### src/include/ise_cfg.svh
`ifndef ISE_CFG_SVH
`define ISE_CFG_SVH

// Datapath and register file sizes
`define ISE_XLEN        32      // Data word width
`define ISE_NUM_CPRS    16      // Coprocessor registers
`define ISE_CPR_ADDR_W  4       // CPR index width
`define ISE_GPR_ADDR_W  5       // RISC-V GPR index width

// Major opcode, custom-0 space
`define ISE_OPCODE      7'b0001011
`define ISE_OPC_LO      0
`define ISE_OPC_HI      6

// --------------------
// Instruction fields
`define ISE_RD_LO       7       // rd, low four bits double as crd
`define ISE_RD_HI       11
`define ISE_F3_LO       12      // funct3 selects the operation
`define ISE_F3_HI       14
`define ISE_CRS1_LO     15
`define ISE_CRS1_HI     18
`define ISE_CRS2_LO     19
`define ISE_CRS2_HI     22
`define ISE_IMM_LO      16      // Half-word immediate for lui / lli
`define ISE_IMM_HI      31
`define ISE_ZERO_LO     23      // Must be zero on register-only forms
`define ISE_ZERO_HI     31

`endif

### src/hw/ise_pkg.sv
package ise_pkg;

`include "ise_cfg.svh"

// --------------------
// Vector types

typedef logic [`ISE_XLEN-1:0]       xlen_t;      // One data word
typedef logic [`ISE_CPR_ADDR_W-1:0] cpr_addr_t;  // CPR index
typedef logic [`ISE_GPR_ADDR_W-1:0] gpr_addr_t;  // GPR index
typedef logic [`ISE_NUM_CPRS-1:0]   cpr_mask_t;  // One bit per CPR

// Immediate spans the whole upper half of the encoding
typedef logic [`ISE_IMM_HI-`ISE_IMM_LO:0] imm16_t;

// --------------------
// Operation select

// Values follow funct3 directly
typedef enum logic [2:0] {
    OP_MV2GPR = 3'b000,     // CPR to GPR
    OP_MV2COP = 3'b001,     // GPR to CPR
    OP_CMOV   = 3'b010,     // Move if crs2 is zero
    OP_CMOVN  = 3'b011,     // Move if crs2 is nonzero
    OP_LUI    = 3'b100,     // Load upper half
    OP_LLI    = 3'b101      // Load lower half
} ise_op_t;

// --------------------
// Result codes

// Only the codes reachable by the kept instructions
typedef enum logic [2:0] {
    RESULT_SUCCESS          = 3'b000,
    RESULT_DECODE_EXCEPTION = 3'b010
} ise_result_t;

endpackage

### src/hw/ise_cpr_file.sv
`timescale 1ns/10ps

`include "ise_cfg.svh"

module ise_cpr_file (
    input  logic                g_clk,          // Global clock
    input  logic                g_resetn,       // Sync reset, active low

    input  ise_pkg::cpr_addr_t  rd0_addr,       // Read port 0 address
    output ise_pkg::xlen_t      rd0_data,       // Read port 0 data

    input  ise_pkg::cpr_addr_t  rd1_addr,       // Read port 1 address
    output ise_pkg::xlen_t      rd1_data,       // Read port 1 data

    input  logic                wen,            // Write enable
    input  ise_pkg::cpr_addr_t  waddr,          // Write address
    input  ise_pkg::xlen_t      wdata           // Write data
);

// --------------------
// Storage

// Sixteen CPRs, all state of the coprocessor lives here
ise_pkg::xlen_t cprs [`ISE_NUM_CPRS];

// Cleared on reset so reads after reset are defined
always_ff @(posedge g_clk)
begin
    if (!g_resetn)
    begin
        for (int i = 0; i < `ISE_NUM_CPRS; i++)
        begin
            cprs[i] <= '0;
        end
    end
    else if (wen)
    begin
        cprs[waddr] <= wdata;                   // Visible next cycle
    end
end

// --------------------
// Read ports

// Combinational, no bypass of a same-edge write
assign rd0_data = cprs[rd0_addr];
assign rd1_data = cprs[rd1_addr];

// --------------------
// Checks

// Execute stage must never write through an undefined index
property p_waddr_known;
    @(posedge g_clk) disable iff (!g_resetn)
        wen |-> !$isunknown(waddr);
endproperty

a_waddr_known: assert property (p_waddr_known)
    else $error("CPR write with unknown address");

endmodule

### src/hw/ise_decoder.sv
`timescale 1ns/10ps

`include "ise_cfg.svh"

module ise_decoder (
    input  logic                insn_valid,     // Instruction strobe
    input  ise_pkg::xlen_t      insn_enc,       // Raw 32-bit encoding

    output logic                dec_valid_op,   // Legal encoding seen
    output ise_pkg::ise_op_t    dec_op,         // Operation from funct3
    output ise_pkg::gpr_addr_t  dec_rd,         // GPR destination
    output ise_pkg::cpr_addr_t  dec_crd,        // CPR destination
    output ise_pkg::cpr_addr_t  dec_crs1,       // CPR source 1
    output ise_pkg::cpr_addr_t  dec_crs2,       // CPR source 2
    output ise_pkg::cpr_addr_t  cpr_rd1_addr,   // Address for read port 1
    output ise_pkg::imm16_t     dec_imm         // Half-word immediate
);

// --------------------
// Field extraction

// Encoding forced to zero when no instruction is presented
ise_pkg::xlen_t encoded;
assign encoded = insn_enc & {`ISE_XLEN{insn_valid}};

logic [6:0] opcode;
logic [2:0] funct3;
logic       rd_msb;                             // Bit 11, outside crd
logic       hi_bits_zero;                       // Bits 31:23 all clear

assign opcode       = encoded[`ISE_OPC_HI:`ISE_OPC_LO];
assign funct3       = encoded[`ISE_F3_HI:`ISE_F3_LO];
assign rd_msb       = encoded[`ISE_RD_HI];
assign hi_bits_zero = ~|encoded[`ISE_ZERO_HI:`ISE_ZERO_LO];

assign dec_rd   = encoded[`ISE_RD_HI:`ISE_RD_LO];
assign dec_crd  = encoded[`ISE_RD_LO+`ISE_CPR_ADDR_W-1:`ISE_RD_LO];
assign dec_crs1 = encoded[`ISE_CRS1_HI:`ISE_CRS1_LO];
assign dec_crs2 = encoded[`ISE_CRS2_HI:`ISE_CRS2_LO];
assign dec_imm  = encoded[`ISE_IMM_HI:`ISE_IMM_LO];

// Out-of-range funct3 values are caught by the legality check below
assign dec_op   = ise_pkg::ise_op_t'(funct3);

// --------------------
// Legality

logic opcode_ok;
logic funct3_ok;
logic zero_ok;
logic crd_ok;
logic reg_form;                                 // mv2gpr .. cmovn
logic has_crd;                                  // Writes or reads crd

assign opcode_ok = (opcode == `ISE_OPCODE);
assign funct3_ok = (funct3 <= 3'b101);          // 110 and 111 unused

// Register-only forms keep the upper bits clear
assign reg_form  = (funct3 <= 3'b011);
assign zero_ok   = hi_bits_zero || !reg_form;

// Every op but mv2gpr targets a CPR, only four rd bits are meaningful
assign has_crd   = (funct3 != 3'b000);
assign crd_ok    = !(has_crd && rd_msb);

// Gated encoding carries a zero opcode while the strobe is low
assign dec_valid_op = opcode_ok && funct3_ok && zero_ok && crd_ok;

// --------------------
// Read port 1 address

// lui / lli merge into the old crd value, everything else reads crs1
always_comb
begin
    case (dec_op)
        ise_pkg::OP_LUI,
        ise_pkg::OP_LLI: cpr_rd1_addr = dec_crd;
        default:         cpr_rd1_addr = dec_crs1;
    endcase
end

// A legal op is only ever flagged while the strobe is high
always_comb
begin
    if (!insn_valid)
    begin
        assert (!dec_valid_op)
            else $error("Decoder flagged a valid op with insn_valid low");
    end
end

endmodule

### src/hw/ise_execute.sv
`timescale 1ns/10ps

`include "ise_cfg.svh"

module ise_execute (
    input  logic                   g_clk,            // Global clock
    input  logic                   g_resetn,         // Sync reset, active low

    input  logic                   insn_valid,       // Instruction strobe
    input  ise_pkg::xlen_t         rs1,              // RISC-V rs1 value

    // From the decoder
    input  logic                   dec_valid_op,
    input  ise_pkg::ise_op_t       dec_op,
    input  ise_pkg::gpr_addr_t     dec_rd,
    input  ise_pkg::cpr_addr_t     dec_crd,
    input  ise_pkg::cpr_addr_t     dec_crs1,
    input  ise_pkg::cpr_addr_t     dec_crs2,
    input  ise_pkg::imm16_t        dec_imm,

    // From the CPR file
    input  ise_pkg::xlen_t         crs2_data,        // CPR[crs2]
    input  ise_pkg::xlen_t         rd1_data,         // CPR[crs1] or CPR[crd]

    // Registered results
    output ise_pkg::ise_result_t   cop_result,
    output ise_pkg::cpr_mask_t     cop_cprs_written,
    output ise_pkg::cpr_mask_t     cop_cprs_read,
    output logic                   cop_rd_wen,
    output ise_pkg::gpr_addr_t     cop_rd_addr,
    output ise_pkg::xlen_t         cop_rd_data,

    // CPR write port
    output logic                   cpr_wen,
    output ise_pkg::cpr_addr_t     cpr_waddr,
    output ise_pkg::xlen_t         cpr_wdata
);

// --------------------
// Register masks

ise_pkg::cpr_mask_t crd_bit;                     // One-hot of crd
ise_pkg::cpr_mask_t crs1_bit;
ise_pkg::cpr_mask_t crs2_bit;
ise_pkg::cpr_mask_t wr_mask;                     // Set only on a real write

assign crd_bit  = ise_pkg::cpr_mask_t'(1) << dec_crd;
assign crs1_bit = ise_pkg::cpr_mask_t'(1) << dec_crs1;
assign crs2_bit = ise_pkg::cpr_mask_t'(1) << dec_crs2;
assign wr_mask  = cpr_wen ? crd_bit : '0;

// --------------------
// CPR write side

logic crs2_zero;                                 // Move condition source
logic do_exec;                                   // Legal op this cycle

assign crs2_zero = (crs2_data == '0);
assign do_exec   = insn_valid && dec_valid_op;
assign cpr_waddr = dec_crd;                      // Every CPR write hits crd

always_comb
begin
    cpr_wen   = 1'b0;
    cpr_wdata = rd1_data;
    case (dec_op)
        ise_pkg::OP_MV2COP:
        begin
            cpr_wen   = 1'b1;
            cpr_wdata = rs1;                     // GPR value straight in
        end
        ise_pkg::OP_CMOV:  cpr_wen = crs2_zero;  // Data is CPR[crs1]
        ise_pkg::OP_CMOVN: cpr_wen = !crs2_zero;
        ise_pkg::OP_LUI:
        begin
            cpr_wen   = 1'b1;
            cpr_wdata = {dec_imm, rd1_data[`ISE_XLEN/2-1:0]};
        end
        ise_pkg::OP_LLI:
        begin
            cpr_wen   = 1'b1;
            cpr_wdata = {rd1_data[`ISE_XLEN-1:`ISE_XLEN/2], dec_imm};
        end
        default: cpr_wen = 1'b0;                 // mv2gpr leaves CPRs alone
    endcase
    if (!do_exec)
    begin
        cpr_wen = 1'b0;                          // Nothing lands when invalid
    end
end

// --------------------
// Output registers

// Outputs hold between valid instructions
always_ff @(posedge g_clk)
begin
    if (!g_resetn)
    begin
        cop_result       <= ise_pkg::RESULT_SUCCESS;
        cop_cprs_written <= '0;
        cop_cprs_read    <= '0;
        cop_rd_wen       <= 1'b0;
        cop_rd_addr      <= '0;
        cop_rd_data      <= '0;
    end
    else if (insn_valid)
    begin
        // Wipe the last result, then load the new one
        cop_result       <= ise_pkg::RESULT_SUCCESS;
        cop_cprs_written <= '0;
        cop_cprs_read    <= '0;
        cop_rd_wen       <= 1'b0;
        cop_rd_addr      <= '0;
        cop_rd_data      <= '0;
        if (!dec_valid_op)
        begin
            cop_result <= ise_pkg::RESULT_DECODE_EXCEPTION;
        end
        else
        begin
            cop_cprs_written <= wr_mask;         // Empty on a skipped cmov
            case (dec_op)
                ise_pkg::OP_MV2GPR:
                begin
                    cop_cprs_read <= crs1_bit;
                    cop_rd_wen    <= 1'b1;
                    cop_rd_addr   <= dec_rd;
                    cop_rd_data   <= rd1_data;
                end
                ise_pkg::OP_CMOV,
                ise_pkg::OP_CMOVN: cop_cprs_read <= crs1_bit | crs2_bit;
                ise_pkg::OP_LUI,
                ise_pkg::OP_LLI:   cop_cprs_read <= crd_bit;   // Old value merged
                default:           cop_cprs_read <= '0;        // mv2cop reads no CPR
            endcase
        end
    end
end

// --------------------
// Checks

// A GPR write-back only comes from a successful instruction
a_rd_wen_success: assert property (@(posedge g_clk) disable iff (!g_resetn)
    cop_rd_wen |-> (cop_result == ise_pkg::RESULT_SUCCESS))
    else $error("GPR write-back reported with a failing result");

// No kept instruction writes more than one CPR
a_single_write: assert property (@(posedge g_clk) disable iff (!g_resetn)
    $onehot0(cop_cprs_written))
    else $error("More than one CPR flagged as written");

endmodule

### src/hw/ise_top.sv
`timescale 1ns/10ps

module ise_top (
    input  logic                   g_clk,            // Global clock
    input  logic                   g_resetn,         // Sync reset, active low

    input  logic                   cop_insn_valid,   // Instruction valid
    input  ise_pkg::xlen_t         cop_insn_enc,     // Encoded instruction
    input  ise_pkg::xlen_t         cop_rs1,          // rs1 source data

    output ise_pkg::ise_result_t   cop_result,       // Execution result
    output ise_pkg::cpr_mask_t     cop_cprs_written, // CPRs written
    output ise_pkg::cpr_mask_t     cop_cprs_read,    // CPRs read
    output logic                   cop_rd_wen,       // GPR write enable
    output ise_pkg::gpr_addr_t     cop_rd_addr,      // GPR write address
    output ise_pkg::xlen_t         cop_rd_data       // GPR write data
);

// --------------------
// Decode outputs
logic                dec_valid_op;
ise_pkg::ise_op_t    dec_op;
ise_pkg::gpr_addr_t  dec_rd;
ise_pkg::cpr_addr_t  dec_crd;
ise_pkg::cpr_addr_t  dec_crs1;
ise_pkg::cpr_addr_t  dec_crs2;
ise_pkg::cpr_addr_t  cpr_rd1_addr;
ise_pkg::imm16_t     dec_imm;

// CPR file ports
ise_pkg::xlen_t      crs2_data;
ise_pkg::xlen_t      rd1_data;
logic                cpr_wen;
ise_pkg::cpr_addr_t  cpr_waddr;
ise_pkg::xlen_t      cpr_wdata;

ise_decoder i_decoder (
    .insn_valid   (cop_insn_valid),
    .insn_enc     (cop_insn_enc  ),
    .dec_valid_op (dec_valid_op  ),
    .dec_op       (dec_op        ),
    .dec_rd       (dec_rd        ),
    .dec_crd      (dec_crd       ),
    .dec_crs1     (dec_crs1      ),
    .dec_crs2     (dec_crs2      ),
    .cpr_rd1_addr (cpr_rd1_addr  ),
    .dec_imm      (dec_imm       )
);

// Port 0 always serves crs2, port 1 is steered by the decoder
ise_cpr_file i_cpr_file (
    .g_clk    (g_clk       ),
    .g_resetn (g_resetn    ),
    .rd0_addr (dec_crs2    ),
    .rd0_data (crs2_data   ),
    .rd1_addr (cpr_rd1_addr),
    .rd1_data (rd1_data    ),
    .wen      (cpr_wen     ),
    .waddr    (cpr_waddr   ),
    .wdata    (cpr_wdata   )
);

ise_execute i_execute (
    .g_clk            (g_clk           ),
    .g_resetn         (g_resetn        ),
    .insn_valid       (cop_insn_valid  ),
    .rs1              (cop_rs1         ),
    .dec_valid_op     (dec_valid_op    ),
    .dec_op           (dec_op          ),
    .dec_rd           (dec_rd          ),
    .dec_crd          (dec_crd         ),
    .dec_crs1         (dec_crs1        ),
    .dec_crs2         (dec_crs2        ),
    .dec_imm          (dec_imm         ),
    .crs2_data        (crs2_data       ),
    .rd1_data         (rd1_data        ),
    .cop_result       (cop_result      ),
    .cop_cprs_written (cop_cprs_written),
    .cop_cprs_read    (cop_cprs_read   ),
    .cop_rd_wen       (cop_rd_wen      ),
    .cop_rd_addr      (cop_rd_addr     ),
    .cop_rd_data      (cop_rd_data     ),
    .cpr_wen          (cpr_wen         ),
    .cpr_waddr        (cpr_waddr       ),
    .cpr_wdata        (cpr_wdata       )
);

endmodule

### config.mk
export PLATFORM = sky130hd
export DESIGN_NAME = ise_top
export DESIGN_NICKNAME = d
export VERILOG_FILES = /design/src/hw/ise_pkg.sv /design/src/hw/ise_cpr_file.sv /design/src/hw/ise_decoder.sv /design/src/hw/ise_execute.sv /design/src/hw/ise_top.sv
export VERILOG_INCLUDE_DIRS = /design/src /design/src/include
export SDC_FILE = /design/constraint.sdc
export NUM_CORES = 1
export LEC_CHECK = 0
export ABC_CLOCK_PERIOD_IN_PS = 6100
export BUFFER_PORTS_ARGS = -buffer_cell sky130_fd_sc_hd__buf_2
export CORE_MARGIN = 5
export CORE_UTILIZATION = 49
export CTS_BUF_LIST = sky130_fd_sc_hd__clkbuf_8
export DETAILED_ROUTE_END_ITERATION = 8
export MAX_ROUTING_LAYER = met4
export PLACE_DENSITY = 0.64
export SETUP_SLACK_MARGIN = 0.5
export SLEW_MARGIN = 10
export SYNTH_ARGS = -nofsm -noshare
export SYNTH_HDL_FRONTEND = slang
export SYNTH_SLANG_ARGS = --single-unit
### constraint.sdc
create_clock -name g_clk -period 6.1 [get_ports g_clk]
set_input_delay 0.61 -clock g_clk [delete_from_list [all_inputs] [get_ports g_clk]]
set_output_delay 0.61 -clock g_clk [all_outputs]
set_load 0.05 [all_outputs]
### After elaboration in Yosys (flattened, before gate mapping)

Memory sizes are Yosys's and may differ from the RTL's.
Cells that the tools add are included.

* bitwise gates (word level): 2
* muxes and demuxes: 22
* shift operators: 3
* $lt $le $gt $ge: 2
* reduce and logical (&&, ||, !) cells: 18
* eq/ne operators: 6

Operator list (count)
* 32-bit 2-to-1 mux: 3
* 32-bit case mux with 3 select lines: 1
* 16-bit 2-to-1 mux: 3
* 16-bit case mux with 3 select lines: 1
* 1-bit by 4-bit left shift with 16-bit output, first input constant: 3
* 32-bit AND: 1
* 32-bit zero test: 1
* 32-bit OR reduction: 1
* 16-bit OR: 1
* 5-bit 2-to-1 mux: 2
* 9-bit OR reduction: 1
* 1-bit 2-to-1 mux: 8
* 4-bit 2-to-1 mux: 2
* 7-bit by 4-bit equality test with 1-bit output, second input constant: 1
* 3-bit by 2-bit equality test with 1-bit output, second input constant: 2
* 3-bit equality test, second input constant: 2
* 1-bit logical AND: 5
* 1-bit zero test: 4
* 2-bit OR reduction: 2
* 3-bit by 1-bit equality test with 1-bit output, second input constant: 1
* 3-bit by 2-bit <= comparator with 1-bit output, second input constant: 1
* 3-bit <= comparator, second input constant: 1
* 3-bit zero test: 1
* 1-bit case mux with 3 select lines: 1
* other kinds (4): 4

* register bits: 73
* output and inout port bits: 73
* logic and storage cells: 60
* memories kept: 1
* bits in writable memories: 512

Memory list
* i_cpr_file.cprs: depth 16, bits a word 32, rd ports 2, clocked after memory_dff 0, wr ports 16, line ise_cpr_file.sv:24 `` ise_pkg::xlen_t cprs [`ISE_NUM_CPRS]; ``

### Logic depth before layout (Yosys ltp)

Gate-level depths: netlist of run 1.

* word-level depth: 13
* gate-level depth with buffers: 15
* gate-level depth less buffers: 9

### Cells and area by module

From an unflattened synthesis of run 1, not the netlist that was laid out.

* cell total of the unflattened synthesis: 2199
* area, all modules: 30887.1 µm²

By module, submodules not included
* ise_cpr_file: times used 1, seq. area each 15374.7 µm², area each 26530.4 µm², cells each 1687
* ise_execute: times used 1, seq. area each 1421.4 µm², area each 3961.3 µm², cells each 458
* ise_decoder: times used 1, seq. area each 0.0 µm², area each 395.4 µm², cells each 54

### Least setup slack after synthesis of run 1

Ideal clock, no wire load.

* path type: in2reg
* start: input cop_insn_enc[19]
* end: memory i_cpr_file.cprs[8][0] (netlist name) (enable)
* cell stages on the path: 11
* path slack: 0.699 ns
* required time: 5.634 ns
* arrival: 4.936 ns
* cells stage by stage: buf_2 or4_1 o221ai_1 o21ai_1 a2111oi_0 o221a_1 o22ai_1 xnor2_1 a31oi_1 clkbuf_1 o21ai_0

RTL lines
* start: declaration: line ise_top.sv:8 `input ise_pkg::xlen_t cop_insn_enc,`
* end: declaration: line ise_cpr_file.sv:24

==> results of run 1 <==
-- worst paths after layout --
check	startpoint	end	slack (ps)	cells past startpoint
max	i_cpr_file.cprs[1][11]	i_cpr_file.cprs[3][7]	1490	11
min reg2reg	i_execute.cop_rd_wen	i_execute.cop_rd_wen	440	2
max reg2reg	i_cpr_file.cprs[1][11]	i_cpr_file.cprs[3][7]	1490	11
min	cop_insn_enc[11]	i_execute.cop_rd_addr[4]	230	3
-- power groups by stage --
stage | Combinational [uW] | Sequential (uW) | Clock (uW)
floorplan | 687 | 4580 | 0
global placement | 1130 | 4600 | 0
detailed placement | 1140 | 4610 | 0
CTS | 1140 | 4520 | 3500
global route | 1210 | 4530 | 3690
finish | 1170 | 4530 | 3480
-- cell families (layout without fill, tap and decap cells) --
group / Yosys count / in the layout
muxes: 173 / 173
AOI/OAI and AO/OA: 279 / 279
and+or+nand+nor: 951 / 951
other: 1 / 4
xor gates and xnor gates: 2 / 2
DFF: 583 / 583
buffers and inverters: 240 / 417
-- flip-flops by register name (all words and copies together), names as in the netlist --
register and count:
i_execute.cop_rd_wen 1, i_cpr_file.cprs 512, i_execute.cop_rd_data 32, i_execute.cop_cprs_written 16, i_execute.cop_cprs_read 16, i_execute.cop_rd_addr 5
i_execute.cop_result 1
-- cell usage after synthesis, types with 2 or more instances --
library cell / number / area, um^2
mux2i_1: 33 / 330
nor4b_1: 4 / 35.0
edfxtp_1: 512 / 15400
buf_2: 48 / 240
a22o_1: 16 / 140
o32ai_1: 3 / 26.3
a22oi_1: 16 / 120
a221oi_1: 2 / 17.5
o21ai_0: 92 / 460
buf_4: 28 / 210
a31oi_1: 9 / 56.3
nor4_1: 92 / 576
nand2_1: 130 / 488
or4_1: 16 / 120
o41ai_1: 5 / 43.8
nor3_2: 203 / 2030
or3_1: 3 / 18.8
buf_1: 10 / 37.5
a211oi_1: 21 / 158
clkbuf_1: 103 / 387
o21ai_1: 13 / 65.1
a222oi_1: 14 / 140
nor2_1: 84 / 315
dfxtp_1: 71 / 1420
or2_2: 5 / 31.3
a2111oi_0: 3 / 26.3
o221ai_1: 4 / 35.0
inv_1: 8 / 30.0
a21oi_2: 2 / 17.5
nand3_1: 26 / 130
mux2_2: 12 / 135
buf_6: 43 / 484
a32o_1: 2 / 20.0
nor3_1: 340 / 1700
o22ai_1: 26 / 163
or4b_1: 2 / 20.0
a21o_1: 4 / 30.0
nor2b_1: 23 / 144
a21oi_1: 36 / 180
mux4_2: 128 / 2880
nand3b_1: 3 / 22.5
nand2b_1: 5 / 31.3
nand4_1: 6 / 37.5
and2_1: 6 / 37.5
-- layout by cell type, fill, tap and decap left out, types with 16 or more instances in the layout --
master,netlist,layout
dfxtp_1,71,71
clkbuf_8,0,111
mux4_2,128,128
inv_1,8,36
nand3_1,26,26
nor3_1,340,339
o21ai_0,92,83
nand2_1,130,124
buf_4,28,86
nor4_1,92,92
nor2b_1,23,21
buf_2,48,137
mux2i_1,33,33
or4_1,16,16
edfxtp_1,512,512
nor2_1,84,83
a21oi_1,36,35
o22ai_1,26,26
a22oi_1,16,16
a211oi_1,21,21
nor3_2,203,204
a22o_1,16,16
-- metal layers --
layer | vias up | track usage | wire [um]
met3 | 209 | 0.0569 | 11100
met5 | - | - | 0
met2 | 1513 | 0.446 | 43700
met1 | 10900 | 0.432 | 38700
met4 | 0 | 0.109 | 3760
li1 | 9011 | - | -
-- area by class of cell --
type,instances,area share
clock buffer,111,0.0471
antenna,2,0.000154
tap,773,0.0298
multi-input combinational,1407,0.344
sequential,583,0.518
inverter,8,0.000926
timing repair buffer,234,0.0478
clock inverter,64,0.0122
-- worst max-delay path: cells and delay by family (launching register included) --
kind	cells	cell delay, ps
buffers and inverters	2	410
XOR/XNOR	1	250
AND/OR/NAND/NOR	2	1060
flip-flops	1	380
AO/OA/AOI/OAI	6	2080
-- per-stage QoR --
| stage | hold WS (ps) | cells | worst slack [ps] | utilization | total power [uW] |
|---|---|---|---|---|---|
| 2_1_floorplan | 661 | 2230 | 699 | - | 5270 |
| 3_3_place_gp | 428 | 3005 | 1110 | 0.518 | 5730 |
| 6_report | 228 | 3182 | 1490 | 0.551 | 9180 |
| 3_5_place_dp | 439 | 3005 | 955 | 0.518 | 5740 |
| 4_1_cts | 198 | 3180 | 1540 | 0.551 | 9160 |
| 5_1_grt | 238 | 3180 | 1340 | 0.551 | 9430 |
==> flow_metrics.tcl, run 1 <==
set metrics [dict create \
    critPathLaunchType "register" \
    synth_top_family_by_area "simple AND/OR/NAND/NOR gates" \
    dieArea_um2 64400 \
    io_buffer_count 137 \
    placementRows 89 \
    clockBufferDepth 3 \
    post_synth_fa_ha_maj_area_fraction 0 \
    ys_seq_area_frac 0.577 \
    area_growth_pct 11.4 \
    cp-end-kind "register" \
    drtPass1Iterations 8 \
    cts.sinks 583 \
    cts_resized 0 \
    cts_buffers 95 \
    swShare 0.280 \
    p_seq_frac 0.493 \
    post-cts-setup-buffers 0 \
    nNetsFinal 2396 \
    cts_tree "done" \
    timing.critical_path.mode_cell "a221oi_1" \
    root_buffer "clkbuf_8" \
    initial_utilization 0.494 \
    ys_types 61 \
    yosysWarnings 0 \
    critical_path_class "register to register" \
    fin_tns_setup_ps 0 \
    die_height_um 254 \
    rsz0062_at_grt "no" \
    clock.fmax_ghz 0.217 \
    grt_pass1_vias 20400 \
    drive_gt1_frac 0.312 \
    power_frac_comb 0.128 \
    drv_cap 0 \
    num_io_pins 140 \
    clock_power_share 0.379 \
    min_period_over_period 0.755 \
    synth_flop_cell "edfxtp_1" \
    cpPeakStageDelay_ps 960 \
    core_um2 58900 \
    holdBufCountCts 0 \
    drt_iter0_drc 3226 \
    synth_compound_area_frac 0.0617 \
    hp-class "primary input to register" \
    period_minus_slack_ps 4610 \
    status "completed" \
    totalWireLength_um 97300 \
    finalHoldViolations 0 \
    die_x_um 254 \
    drc_errors 0 \
    arrival_ps 4910 \
    wire_per_inst_um 30.6 \
    power-per-cell-area_nw_per_um2 283 \
    vias 21600 \
    p_int_uw 6610 \
    path_max_fanout 32 \
    relSlewSlack 0.157 \
    dp_hpwl_um 68500 \
    clk_latency_ps 730 \
    async_flop_share 0 \
    grt_pass1_wl_um 142000 \
    muxShareOfSynthArea 0.115 \
    regArea_um2 16800 \
    setup_viol 0 \
    drv_slew 0 \
    n_fill_cell 4844 \
    worstPathCellList "nor4_1 > a21oi_1 > a221oi_1 > nand3_1 > a221oi_1 > buf_4 > o22ai_1 > xnor2_1 > a31oi_4 > buf_12 > o21ai_4" \
    ant_nets 0 \
    viasPerCell 6.79 \
    ir_worst_vdd_mv 0.161 \
    grt_max_degree 123 \
    skew_ps 41.8 \
    routabilityCongestion 1.02 \
    multi_input_area_um2 11200 \
    synth_area_um2 29100 \
    leakagePower_uw 0.0104 \
    synth_edf_count 512 \
    synth-simple-area-share 0.198 \
    track_usage 0.305 \
    synth-xor-area-share 0.000602 \
    design_area_um2 32400 \
    syn_inst 2229 \
    antenna_found_initial 0 \
    cp.required_ps 6400 \
    placed_cell_area_um2 30500 \
    cts_max_level 3 \
    p_sw_uw 2570 \
    syn-mean-instance-area_um2 13.1 \
    clk_pin_slew_ps 60 \
    grt_overflow 0 \
    worst_pin_slew_ps 1260 \
    synth-seq-cells 583 \
    cp_slowest_cell "o21ai_4" \
]
No activity file was read; power rests on OpenSTA's default activity.
==> inputs of run 2 (changes only) <==
Settings changed: ABC_CLOCK_PERIOD_IN_PS 6100 to 4800.
Clock period 6.1 ns to 4.8 ns, I/O delays scaled along.
==> run 2 against run 1 <==
The run now ends with DRC left; core utilization increased by 2.5 points; global-route usage rose by 0.87 points; clock skew shrank 6.4 ps; non-clock buffer count rose by 122; die area unchanged; via count up 1.7%; routed wire length grew 2.2%; clock power is 20% higher; sequential power up 27%; setup slack worse by 1000 ps; total power is 27% higher; largest cell class unchanged; cell area increased by 4.6%.
==> flow_metrics.tcl, run 2 (synthesis results as in run 1) <==
set metrics [dict create \
    status "finished with violations" \
    violations "DRC" \
    routabilityCongestion 1.01 \
    grt_pass1_wl_um 145000 \
    timing.critical_path.mode_cell "buf_4" \
    grt_max_degree 62 \
    drtPass1Iterations 9 \
    cp.required_ps 5210 \
    final_common_cell "edfxtp_1" \
    core_um2 58900 \
    drt_iter0_drc 3001 \
    drive_gt1_frac 0.341 \
    clock.fmax_ghz 0.230 \
    clk_latency_ps 690 \
    clk_pin_slew_ps 60 \
    num_io_pins 140 \
    die_x_um 254 \
    regArea_um2 16800 \
    leakagePower_uw 0.0112 \
    cp_slowest_cell "a222oi_1" \
    reg2regPathDepth 13 \
    path_max_fanout 19 \
    cp-end-kind "register" \
    dieArea_um2 64400 \
    multi_input_area_um2 11200 \
    cpPeakStageDelay_ps 700 \
    worst_pin_slew_ps 1210 \
    drv_cap 0 \
    holdBufCountCts 0 \
    skew_ps 35.4 \
    cts_buffers 95 \
    top_regs "i_cpr_file.cprs x512, i_execute.cop_rd_data x32" \
    drv_slew 0 \
    n_fill_cell 4707 \
    cts.sinks 583 \
    grt_pass1_vias 21600 \
    ir_worst_vdd_mv 0.277 \
    rsz0062_at_grt "no" \
    placementRows 89 \
    regMostFlops "i_cpr_file.cprs" \
    drc_errors 20 \
    placed_cells 3125 \
    power-per-cell-area_nw_per_um2 343 \
    finalNonFillerCells 3306 \
    initial_utilization 0.494 \
    fin_util 0.576 \
    ant_nets 0 \
    clockBufferDepth 3 \
    largest_reg_flops 512 \
    wire_per_inst_um 30.1 \
    final_cell_mix "512 x edfxtp_1, 339 x nor3_1, 204 x nor3_2, 154 x buf_4, 137 x buf_2" \
    totalWireLength_um 99400 \
    track_usage 0.313 \
    viasPerCell 6.64 \
    critPathLaunchType "primary input" \
    finalHoldViolations 0 \
    die_height_um 254 \
    arrival_ps 4750 \
    io_buffer_count 137 \
    relSlewSlack 0.189 \
    dp_hpwl_um 71400 \
    vias 22000 \
    worstPathCellList "buf_2 > buf_4 > and3b_1 > nor2_1 > a21oi_4 > buf_12 > buf_4 > mux4_2 > nor2b_1 > a211oi_1 > a21oi_1 > a222oi_1 > buf_4 > nor3_1" \
    grt_overflow 0 \
    setup_viol 0 \
    cts_tree "done" \
    period_minus_slack_ps 4340 \
    critical_path_class "primary input to register" \
    min_period_over_period 0.905 \
    cts_max_level 3 \
    min_path_cells 3 \
    hp-class "primary input to register" \
    root_buffer "clkbuf_8" \
    area_growth_pct 16.5 \
    reg2reg_slack_ps 740 \
    antenna_found_initial 1 \
    nNetsFinal 2518 \
]
[run 2: changes by cell type in the layout (fill, tap and decap cells not counted), moves of 2 or more]
cell / before / now
nor4_1: 92 / 90
clkinv_1: 14 / 18
inv_1: 36 / 44
buf_4: 86 / 154
clkbuf_8: 111 / 107
nor4_2: 0 / 2
inv_6: 3 / 1
buf_12: 11 / 65
bufinv_16: 4 / 2
[run 2: worst paths after layout]
path	startpoint	to
worst max-delay path	cop_insn_valid	i_cpr_file.cprs[3][25]
worst min-delay path	cop_insn_enc[11]	i_execute.cop_rd_addr[4]
worst max register to register	i_cpr_file.cprs[15][14]	i_cpr_file.cprs[0][14]
worst min register to register	i_execute.cop_rd_wen	i_execute.cop_rd_wen
[run 2: power breakdown]
| part | internal (uW) | switching, uW |
|---|---|---|
| combinational | 573 | 1120 |
| clock | 2150 | 2040 |
| sequential | 5650 | 102 |
| total | 8370 | 3270 |
[run 2: cell type report]
class                           count  share of cell area
Sequential cell                   583               0.495
Multi-Input combinational cell   1407               0.329
Timing Repair Buffer              356              0.0926
Clock buffer                      107              0.0434
Tap cell                          773              0.0285
Clock inverter                     70              0.0101
Inverter                            8            0.000885
Antenna cell                        2            0.000147
[run 2: repair_timing]
action / CTS / global route
endpoints found under the hold margin: 0 / 0
pin swaps: 0 / 1
setup endpoints to repair: 330 / 107
gates cloned: 0 / 0
setup buffers: 0 / 2
resized for setup: 1 / 1
[run 2: worst max-delay path, delay by kind of cell]
kind / cells / cell delay, ps
AOI/OAI and AO/OA: 4 / 1680
and+or+nand+nor: 4 / 730
muxes: 1 / 380
buffers and inverters: 5 / 1440
[run 2: layer usage]
layer / vias to the layer above / GRT usage / wire [um]
met5: - / - / 0
met4: 0 / 0.116 / 3900
met3: 233 / 0.0930 / 13300
met2: 1556 / 0.443 / 43300
met1: 10900 / 0.433 / 38900
li1: 9280 / - / -
[run 2: through the flow]
stage	setup slack, ps	hold slack (ps)	total power, uW	setup TNS, ps	instance area, um^2
after floorplan	175	640	6690	0	29200
after global placement	54.1	429	7470	0	32100
after detailed placement	-84.0	438	7490	-797	32100
after CTS	567	111	11600	0	33900
after global routing	554	198	12000	0	33900
final	458	173	11600	0	33900
